$ cat src/include/tomasulo_defs.svh
`ifndef TOMASULO_DEFS_SVH
`define TOMASULO_DEFS_SVH

// datapath and register file
`define TOMA_XLEN        32
`define TOMA_REG_COUNT   32
`define TOMA_REG_IDX_W   5

// reorder buffer, 8 entries addressed by a 3-bit tag
`define TOMA_ROB_DEPTH   8
`define TOMA_TAG_W       3

`define TOMA_STATIONS    4   // identical stations, all four ops

// execute cycles per opcode
`define TOMA_LAT_ADDSUB  1
`define TOMA_LAT_MUL     10
`define TOMA_LAT_DIV     40
`define TOMA_LAT_W       6   // holds 40

// reset value of register i, x0 stays zero
`define TOMA_REG_PRESET(i) ((i) == 0 ? 32'd0 : 32'(3 * (i) + 1))

`endif

$ cat src/logic/isa_pkg.sv
package isa_pkg;

    //////////////////////////////////////////////////////////////////////
    // operations handled by the core
    //////////////////////////////////////////////////////////////////////

    typedef enum logic [1:0] {
        op_add,
        op_sub,
        op_mul,
        op_div
    } op_e;

    //////////////////////////////////////////////////////////////////////
    // r-type field encodings
    //////////////////////////////////////////////////////////////////////

    localparam logic [6:0] OPC_RTYPE    = 7'b0110011;

    localparam logic [2:0] F3_ADDSUBMUL = 3'b000;  // add, sub and mul share funct3
    localparam logic [2:0] F3_DIV       = 3'b100;

    localparam logic [6:0] F7_BASE      = 7'b0000000;  // add
    localparam logic [6:0] F7_SUB       = 7'b0100000;
    localparam logic [6:0] F7_MULDIV    = 7'b0000001;  // m extension

endpackage

$ cat src/logic/core_pkg.sv
`include "tomasulo_defs.svh"

package core_pkg;

    // rob index doubles as the rename tag
    typedef logic [`TOMA_TAG_W-1:0] rob_tag_t;

    typedef logic [`TOMA_XLEN-1:0] word_t;

    // station life cycle
    typedef enum logic [1:0] {
        st_idle,  // free for dispatch
        st_wait,  // operands outstanding
        st_exec,  // latency counting
        st_done   // result ready, waiting for cdb grant
    } station_state_e;

endpackage

$ cat src/logic/rename_dispatch.sv
`timescale 1ns/100ps
`include "tomasulo_defs.svh"

module rename_dispatch (
    input  logic                        clk,
    input  logic                        rst,
    input  logic                        instr_valid,
    input  logic [31:0]                 instr,
    output logic                        instr_ready,
    input  logic [`TOMA_STATIONS-1:0]   station_busy,
    output logic [`TOMA_STATIONS-1:0]   alloc_sel,
    output isa_pkg::op_e                alloc_op,
    output core_pkg::rob_tag_t          alloc_tag_out,
    output logic                        src1_pending,
    output core_pkg::rob_tag_t          src1_tag,
    output core_pkg::word_t             src1_value,
    output logic                        src2_pending,
    output core_pkg::rob_tag_t          src2_tag,
    output core_pkg::word_t             src2_value,
    input  logic                        rob_full,
    input  core_pkg::rob_tag_t          rob_tail,
    output logic                        rob_alloc_valid,
    output logic [`TOMA_REG_IDX_W-1:0]  rob_alloc_dest,
    output core_pkg::rob_tag_t          look1_tag,
    output core_pkg::rob_tag_t          look2_tag,
    input  logic                        look1_ready,
    input  core_pkg::word_t             look1_value,
    input  logic                        look2_ready,
    input  core_pkg::word_t             look2_value,
    input  logic                        cdb_valid,
    input  core_pkg::rob_tag_t          cdb_tag,
    input  core_pkg::word_t             cdb_value,
    input  logic                        commit_valid,
    input  logic [`TOMA_REG_IDX_W-1:0]  commit_dest,
    input  core_pkg::word_t             commit_value,
    input  core_pkg::rob_tag_t          commit_tag
);

    logic [6:0]                  opcode;
    logic [6:0]                  funct7;
    logic [2:0]                  funct3;
    logic [`TOMA_REG_IDX_W-1:0]  rd;
    logic [`TOMA_REG_IDX_W-1:0]  rs1;
    logic [`TOMA_REG_IDX_W-1:0]  rs2;
    logic                        legal;
    logic                        do_disp;
    logic [`TOMA_STATIONS-1:0]   free;
    core_pkg::word_t             regfile [`TOMA_REG_COUNT];
    logic [`TOMA_REG_COUNT-1:0]  rat_busy;   // register renamed to a rob entry
    core_pkg::rob_tag_t          rat_tag [`TOMA_REG_COUNT];

    assign opcode = instr[6:0];
    assign rd     = instr[11:7];
    assign funct3 = instr[14:12];
    assign rs1    = instr[19:15];
    assign rs2    = instr[24:20];
    assign funct7 = instr[31:25];

    //////////////////////////////////////////////////////////////////////
    // decode
    //////////////////////////////////////////////////////////////////////

    always_comb begin
        legal    = 1'b0;
        alloc_op = isa_pkg::op_add;
        if (opcode == isa_pkg::OPC_RTYPE) begin
            if (funct3 == isa_pkg::F3_ADDSUBMUL) begin
                legal = 1'b1;
                case (funct7)
                    isa_pkg::F7_BASE:   alloc_op = isa_pkg::op_add;
                    isa_pkg::F7_SUB:    alloc_op = isa_pkg::op_sub;
                    isa_pkg::F7_MULDIV: alloc_op = isa_pkg::op_mul;
                    default:            legal = 1'b0;
                endcase
            end else if (funct3 == isa_pkg::F3_DIV && funct7 == isa_pkg::F7_MULDIV) begin
                legal    = 1'b1;
                alloc_op = isa_pkg::op_div;
            end
        end
    end

    // unknown encodings are still accepted, just never dispatched
    assign instr_ready = !rob_full && !(&station_busy);
    assign do_disp     = instr_valid && instr_ready && legal;

    assign free      = ~station_busy;
    assign alloc_sel = do_disp ? (free & -free) : '0;  // lowest idle station

    assign alloc_tag_out   = rob_tail;
    assign rob_alloc_valid = do_disp;
    assign rob_alloc_dest  = rd;

    //////////////////////////////////////////////////////////////////////
    // operand lookup
    //////////////////////////////////////////////////////////////////////

    assign look1_tag = rat_tag[rs1];
    assign look2_tag = rat_tag[rs2];

    // regfile, then cdb bypass, then rob, else wait on the tag
    function automatic void resolve(
        input  logic [`TOMA_REG_IDX_W-1:0] idx,
        input  logic                       rob_ready,
        input  core_pkg::word_t            rob_value,
        output logic                       pending,
        output core_pkg::rob_tag_t         tag,
        output core_pkg::word_t            value
    );
        tag     = rat_tag[idx];
        pending = 1'b0;
        value   = '0;
        if (!rat_busy[idx]) begin
            value = regfile[idx];
        end else if (cdb_valid && cdb_tag == rat_tag[idx]) begin
            value = cdb_value;
        end else if (rob_ready) begin
            value = rob_value;
        end else begin
            pending = 1'b1;
        end
    endfunction

    always_comb begin
        resolve(rs1, look1_ready, look1_value, src1_pending, src1_tag, src1_value);
        resolve(rs2, look2_ready, look2_value, src2_pending, src2_tag, src2_value);
    end

    //////////////////////////////////////////////////////////////////////
    // register file and rat
    //////////////////////////////////////////////////////////////////////

    always_ff @(posedge clk) begin
        if (rst) begin
            for (int i = 0; i < `TOMA_REG_COUNT; i++) begin
                regfile[i] <= `TOMA_REG_PRESET(i);
            end
            rat_busy <= '0;
        end else begin
            if (commit_valid && commit_dest != '0) begin
                regfile[commit_dest] <= commit_value;
                // keep the mapping if a younger producer took the register
                if (rat_busy[commit_dest] && rat_tag[commit_dest] == commit_tag) begin
                    rat_busy[commit_dest] <= 1'b0;
                end
            end
            if (do_disp && rd != '0) begin  // dispatch wins over commit
                rat_busy[rd] <= 1'b1;
                rat_tag[rd]  <= rob_tail;
            end
        end
    end

endmodule

$ cat config.mk
export PLATFORM = sky130hd
export DESIGN_NAME = rename_dispatch
export DESIGN_NICKNAME = d
export VERILOG_FILES = /design/src/logic/isa_pkg.sv /design/src/logic/core_pkg.sv /design/src/logic/rename_dispatch.sv
export VERILOG_INCLUDE_DIRS = /design/src /design/src/include
export SDC_FILE = /design/constraint.sdc
export NUM_CORES = 2
export LEC_CHECK = 0
export ABC_AREA = 1
export BUFFER_PORTS_ARGS = -buffer_cell sky130_fd_sc_hd__clkbuf_2
export CAP_MARGIN = 40
export CORE_UTILIZATION = 35
export CTS_CLUSTER_SIZE = 12
export DETAILED_ROUTE_END_ITERATION = 6
export GPL_ROUTABILITY_DRIVEN = 0
export SLEW_MARGIN = 30
export SYNTH_ARGS = -nofsm -noshare
export SYNTH_HDL_FRONTEND = slang
export SYNTH_SLANG_ARGS = --single-unit
$ cat constraint.sdc
create_clock -name clk -period 4.5 [get_ports clk]
set_input_delay 0.225 -clock clk [delete_from_list [all_inputs] [get_ports clk]]
set_output_delay 0.225 -clock clk [all_outputs]
set_load 0.03 [all_outputs]
Word-level counts from Yosys, hierarchy flattened
Memories as Yosys holds them, arrays and structs flattened.
Index checks and enable logic that the tools add are counted.
{"block": "classes", "order_cmp": 6, "n_mux": 46, "shifts": 0, "mul": 0, "div_mod_pow": 0, "bitwise_logic": 5, "add_sub_neg": 1, "n_reduce_logical": 20, "eq_ne": 7}
{"op": "$mux 32", "count": 11}
{"op": "$and 32x32->32", "count": 1}
{"op": "$not 32->32", "count": 1}
{"op": "$or 32x32->32", "count": 1}
{"op": "$reduce_or 32->1", "count": 1}
{"op": "$lt 5x6->1 const B", "count": 4}
{"op": "$mux 1", "count": 24}
{"op": "$bmux 1 s5", "count": 3}
{"op": "$eq 7x6->1 const B", "count": 2}
{"op": "$logic_and 1x1->1", "count": 11}
{"op": "$demux 1 s5", "count": 2}
{"op": "$ge 5x1->1 const B", "count": 2}
{"op": "$reduce_bool 5->1", "count": 2}
{"op": "$eq 3x3->1", "count": 3}
{"op": "$eq 7x1->1 const B", "count": 1}
{"op": "$logic_not 7->1", "count": 1}
{"op": "$mux 2", "count": 3}
{"op": "$mux 5", "count": 1}
{"op": "$and 4x4->4", "count": 1}
{"op": "$mux 4", "count": 1}
{"op": "$neg 4->4", "count": 1}
{"op": "$not 4->4", "count": 1}
{"op": "$pmux 2 s2", "count": 1}
{"op": "$reduce_and 4->1", "count": 1}
{"op": "4 further kinds", "count": 5}
{"block": "word_totals", "ramBits": 1120, "output_inout_bits": 94, "inputBits": 186, "reg_bits": 32, "romBits": 0, "latchBits": 0, "mem_count": 2}
{"name": "regfile", "depth": 32, "word_bits": 32, "rd": 2, "rd_clocked_by_memory_dff": 0, "write_ports": 32, "line": "rename_dispatch.sv:48", "source": "core_pkg::word_t regfile [`TOMA_REG_COUNT];"}
{"name": "rat_tag", "depth": 32, "word_bits": 3, "rd": 3, "rd_clocked_by_memory_dff": 0, "write_ports": 1, "line": "rename_dispatch.sv:50", "source": "core_pkg::rob_tag_t rat_tag [`TOMA_REG_COUNT];"}

Depth between registers and ports, before layout
{"block": "depth", "ltp_word": 11, "depth_mapped": 18}

Worst setup path after synthesis
No wires, ideal clock.
{"block": "synth_timing", "path_kind": "input -> register", "startpoint": "input rst", "endpoint": "memory regfile[10][0] (netlist name), enable pin", "setup_slack_ns": 1.872, "t_arrival_ns": 2.150, "stages": 7, "setup_ns": 0.478, "n_path_buf": 4, "required_ns": 4.022, "cell_sequence": "clkbuf_1 > clkinv_1 > buf_1 > nand2_1 > buf_2 > buf_1 > nand2_1"}
{"item": "from (decl)", "line": "rename_dispatch.sv:6", "source": "input logic rst,"}
{"item": "to (decl)", "line": "rename_dispatch.sv:48"}

Worst setup path after layout
{"block": "layout_timing", "startpoint": "input instr[20]", "endpoint": "output src2_value[3]"}
{"block": "layout_between", "elab_chain_len": 5, "word_cells_on_any_way": 8, "classes_between": "1 x eq/ne; 4 x mux; 1 x reduce/logical; 2 x memory"}
{"item": "from (decl)", "line": "rename_dispatch.sv:8", "source": "input logic [31:0] instr,"}
{"item": "$mem_v2 32x3"}
{"item": "$eq 3x3->1", "line": "rename_dispatch.sv:114", "source": "end else if (cdb_valid && cdb_tag == rat_tag[idx]) begin"}
{"item": "$logic_and 1x1->1", "line": "rename_dispatch.sv:114"}
{"item": "$mux 32", "line": "rename_dispatch.sv:114"}
{"item": "$mux 32 (*)", "line": "rename_dispatch.sv:112", "source": "if (!rat_busy[idx]) begin"}
{"item": "to (decl)", "line": "rename_dispatch.sv:19", "source": "output core_pkg::word_t src2_value,"}
Every way passes the cells marked *; elsewhere a longest branch is shown, timed or not. The select of a mux whose other input is x is not followed.

==> flow_summary_export.csv <==
group,metric,value,unit
outcome,outcome,"finished clean",
logic_synthesis,ys_types,33,
clocking,clk_path_buf_depth,3,
worst_hold_path,min_to,"regfile[9][4]",
power_and_ir_drop,finalPower,0.0271,W
finish,final_util,39.8,%
sta,period_needed,4.23,ns
global_route,grt_pass1_vias,57300,
clocking,post_cts_buffers,0,
worst_hold_path,hold_depth,4,
worst_setup_path,reg2reg_depth,14,
run,maxCapViolations,0,
clocking,cts_tree,"built",
logic_synthesis,syn_area_per_cell,8.29,µm²
clocking,cts-buffers-inserted,133,
logic_synthesis,yosys-top-cells-area,"edfxtp_1 (52%), o21ai_0 (8.3%), nor2_1 (6.9%)",
worst_setup_path,critPathSlowestCell,"o21ai_0",
worst_setup_path,cp_data_required_time,4.28,ns
logic_synthesis,synth_area,0.0651,mm²
sta,finalSetupTns,0,ns
logic_synthesis,synth_cells,7853,
sta,clock.fmax,237,MHz
detailed_routing,drcViolationCount,0,
logic_synthesis,synth-seq-cells,1152,
worst_setup_path,startpoint_type,"input port",
floorplan,die_area,0.188,mm²
worst_setup_path,r2r_setup_slack,1.57,ns
power_and_ir_drop,ir_drop,0.353,mV
detailed_routing,dr_total_vias,62200,
sta,hold_viol,0,
sta,drv_slew,0,
worst_setup_path,arrival,4.00,ns
sta,fin_crit_sh,94.0,%
finish,fin_area,0.0731,mm²
global_route,grt_max_degree,240,
floorplan,fp.dieW,433,µm
sta,skew,0.0176,ns
worst_hold_path,min_path_type,"input port to flop",
global_route,grt_overflow_total,0,
worst_setup_path,crit_path_max_fanout,80,
sta,finalSetupViolCount,0,
sta,tightest_slew,1.35,ns
floorplan,io_pins,280,
floorplan,die_y,433,µm
global_route,grt_pass1_wl,383000,µm
detailed_routing,dr.pass1.iters,7,
clocking,ctsHoldBuffers,12,
placement,hpwlAfterDp,158000,µm
worst_setup_path,path_class,"input port to output pin",
worst_setup_path,worstPathCellList,"buf_8, buf_4, buf_4, a21oi_1, o21ai_0, o21ai_0, o211ai_1, a21oi_1, buf_4, o21ai_0, nand2_1, clkbuf_2",
logic_synthesis,ys_seq_area_share,52.7,%
worst_setup_path,rr_endpoint,"rat_busy[7]",
detailed_routing,avgRoutedWirePerCell,26.0,µm
finish,layout-drive-gt1-share,10.2,%
clocking,clk_pin_slew,0.06,ns
detailed_routing,antenna_left,0,
logic_synthesis,yosysTopAreaCell,"edfxtp_1",
clocking,root_buffer,"clkbuf_16",
clocking,clock_sinks,1152,
worst_setup_path,cp_num_buf_inv,5,
placement,placedInstanceArea,0.0688,mm²
sta,whs,0.0362,ns
clocking,clock_latency,0.78,ns
power_and_ir_drop,cellPowerDensity,370,mW/mm²
detailed_routing,viasPerCell,6.00,
floorplan,start_util,35.4,%
worst_hold_path,min_from,"commit_value[4]",
worst_setup_path,critPathMaxStageDelay,0.75,ns
detailed_routing,wl,270000,µm
sta,rsz0062_at_grt,"false",
global_route,antenna_found_initial,9,
detailed_routing,drt-initial-drc-count,10700,
finish,fin_nets,7976,
clocking,cts.repair.resized,0,
floorplan,core_area,0.184,mm²
logic_synthesis,yosysWarnings,0,
global_route,grt_use_total,27.7,%
logic_synthesis,netlist.area_leader.share,51.7,%
worst_setup_path,cp-end-kind,"output pin",
power_and_ir_drop,leakage,28.3,nW
worst_setup_path,rr_startpoint,"rat_tag[24][2]",
sta,slew_headroom,10.1,%
placement,io_buffers,279,
clocking,cts_htree_levels,4,
floorplan,rows,157,
finish,syn2layout_area_growth,12.4,%
worst_setup_path,crit_family,"buffers and inverters",
[tightest hold or removal path, stage by stage]
cell and delay, ns:
clkbuf_2 0.08, inv_1 0.03, buf_4 0.26, nand2_1 0.11
[layer usage]
layer / vias to the layer above / wire, µm / track usage [%]
met5: - / 77 / 0
met4: 12 / 15200 / 14.7
met3: 847 / 40000 / 8.80
li1: 27000 / - / -
met2: 4720 / 115000 / 41.3
met1: 29600 / 99400 / 35.7
[cell usage after synthesis (all sizes together)]
cell / n
nor2: 1214
o21ai: 1130
edfxtp: 1120
nand2: 959
a21oi: 818
nand3: 742
inv: 610
clkbuf: 465
o211ai: 368
buf: 291
a22oi: 54
dfxtp: 32
nor3: 20
o22ai: 12
clkinv: 7
nand4: 4
nor3b: 3
a31oi: 1
conb: 1
nand3b: 1
nor4: 1
[power by group]
group          internal, W  switching, W  leakage [nW]
clock              0.00568       0.00467          1.96
combinational      0.00105       0.00318          15.4
sequential          0.0123      0.000208          10.9
[logic make-up after synthesis]
logic type	synth area share [%]
other cells	0.00576
compound gates	20.0
buf+inv	8.59
flops	52.7
simple gates	18.8
[registers in the layout, indices dropped and copies added (netlist names)]
| name | count |
|---|---|
| regfile | 1024 |
| rat_busy | 32 |
| rat_tag | 96 |
[worst max-delay path by stage]
stage | end | depth (start not counted) | startpoint | slack (ns)
after floorplan | regfile[10][0] | 7 | rst | 1.87
after global placement | src2_value[10] | 12 | instr[20] | 0.51
after detailed placement | src2_value[3] | 12 | instr[20] | 0.52
after CTS | src2_value[11] | 12 | rat_busy[20] | 0.50
after global routing | src2_value[3] | 12 | instr[20] | 0.26
final | src2_value[3] | 12 | instr[20] | 0.27
[layout make-up]
| cell class | count | area [µm²] |
|---|---|---|
| fillers | 18300 | 111000 |
| diodes | 5 | 12.5 |
| repair buffers | 524 | 3890 |
| multi-input cells | 5362 | 25500 |
| clock buffers | 170 | 3560 |
| inverters | 617 | 2340 |
| well taps | 2464 | 3080 |
| flip-flops and latches | 1152 | 34300 |
| clock inverters | 61 | 457 |
[stage by stage]
stage | instances | setup WS, ns
floorplan | 7887 | 1.87
global placement | 10100 | 0.509
detailed placement | 10100 | 0.517
CTS | 10300 | 0.500
global route | 10400 | 0.256
finish | 10400 | 0.272
[cells in the final DEF, fill, tap and decap left out, types with 3 or more instances in the layout]
cell and n:
clkbuf_1 31, buf_16 7, clkinv_8 3, clkbuf_8 5, dfxtp_1 32, nand2_2 55, inv_6 4, nand4_1 4
nand2_1 904, clkbuf_16 136, buf_12 34, clkinv_16 3, conb_1 35, o21ai_1 49, nand3_1 722, o21ai_0 1079
nor2_1 1203, a22oi_1 54, diode_2 5, nand3_2 20, clkbuf_2 270, buf_4 194, o22ai_1 12, inv_1 588
o211ai_1 368, nor3b_1 3, a21oi_1 816, edfxtp_1 1120, nor3_1 19, clkinv_2 23, inv_4 4, dlygate4sd3_1 12
inv_2 18, buf_8 4, clkinv_1 28, nor2_4 8
Note: power is estimated with default switching activity, not from simulation.
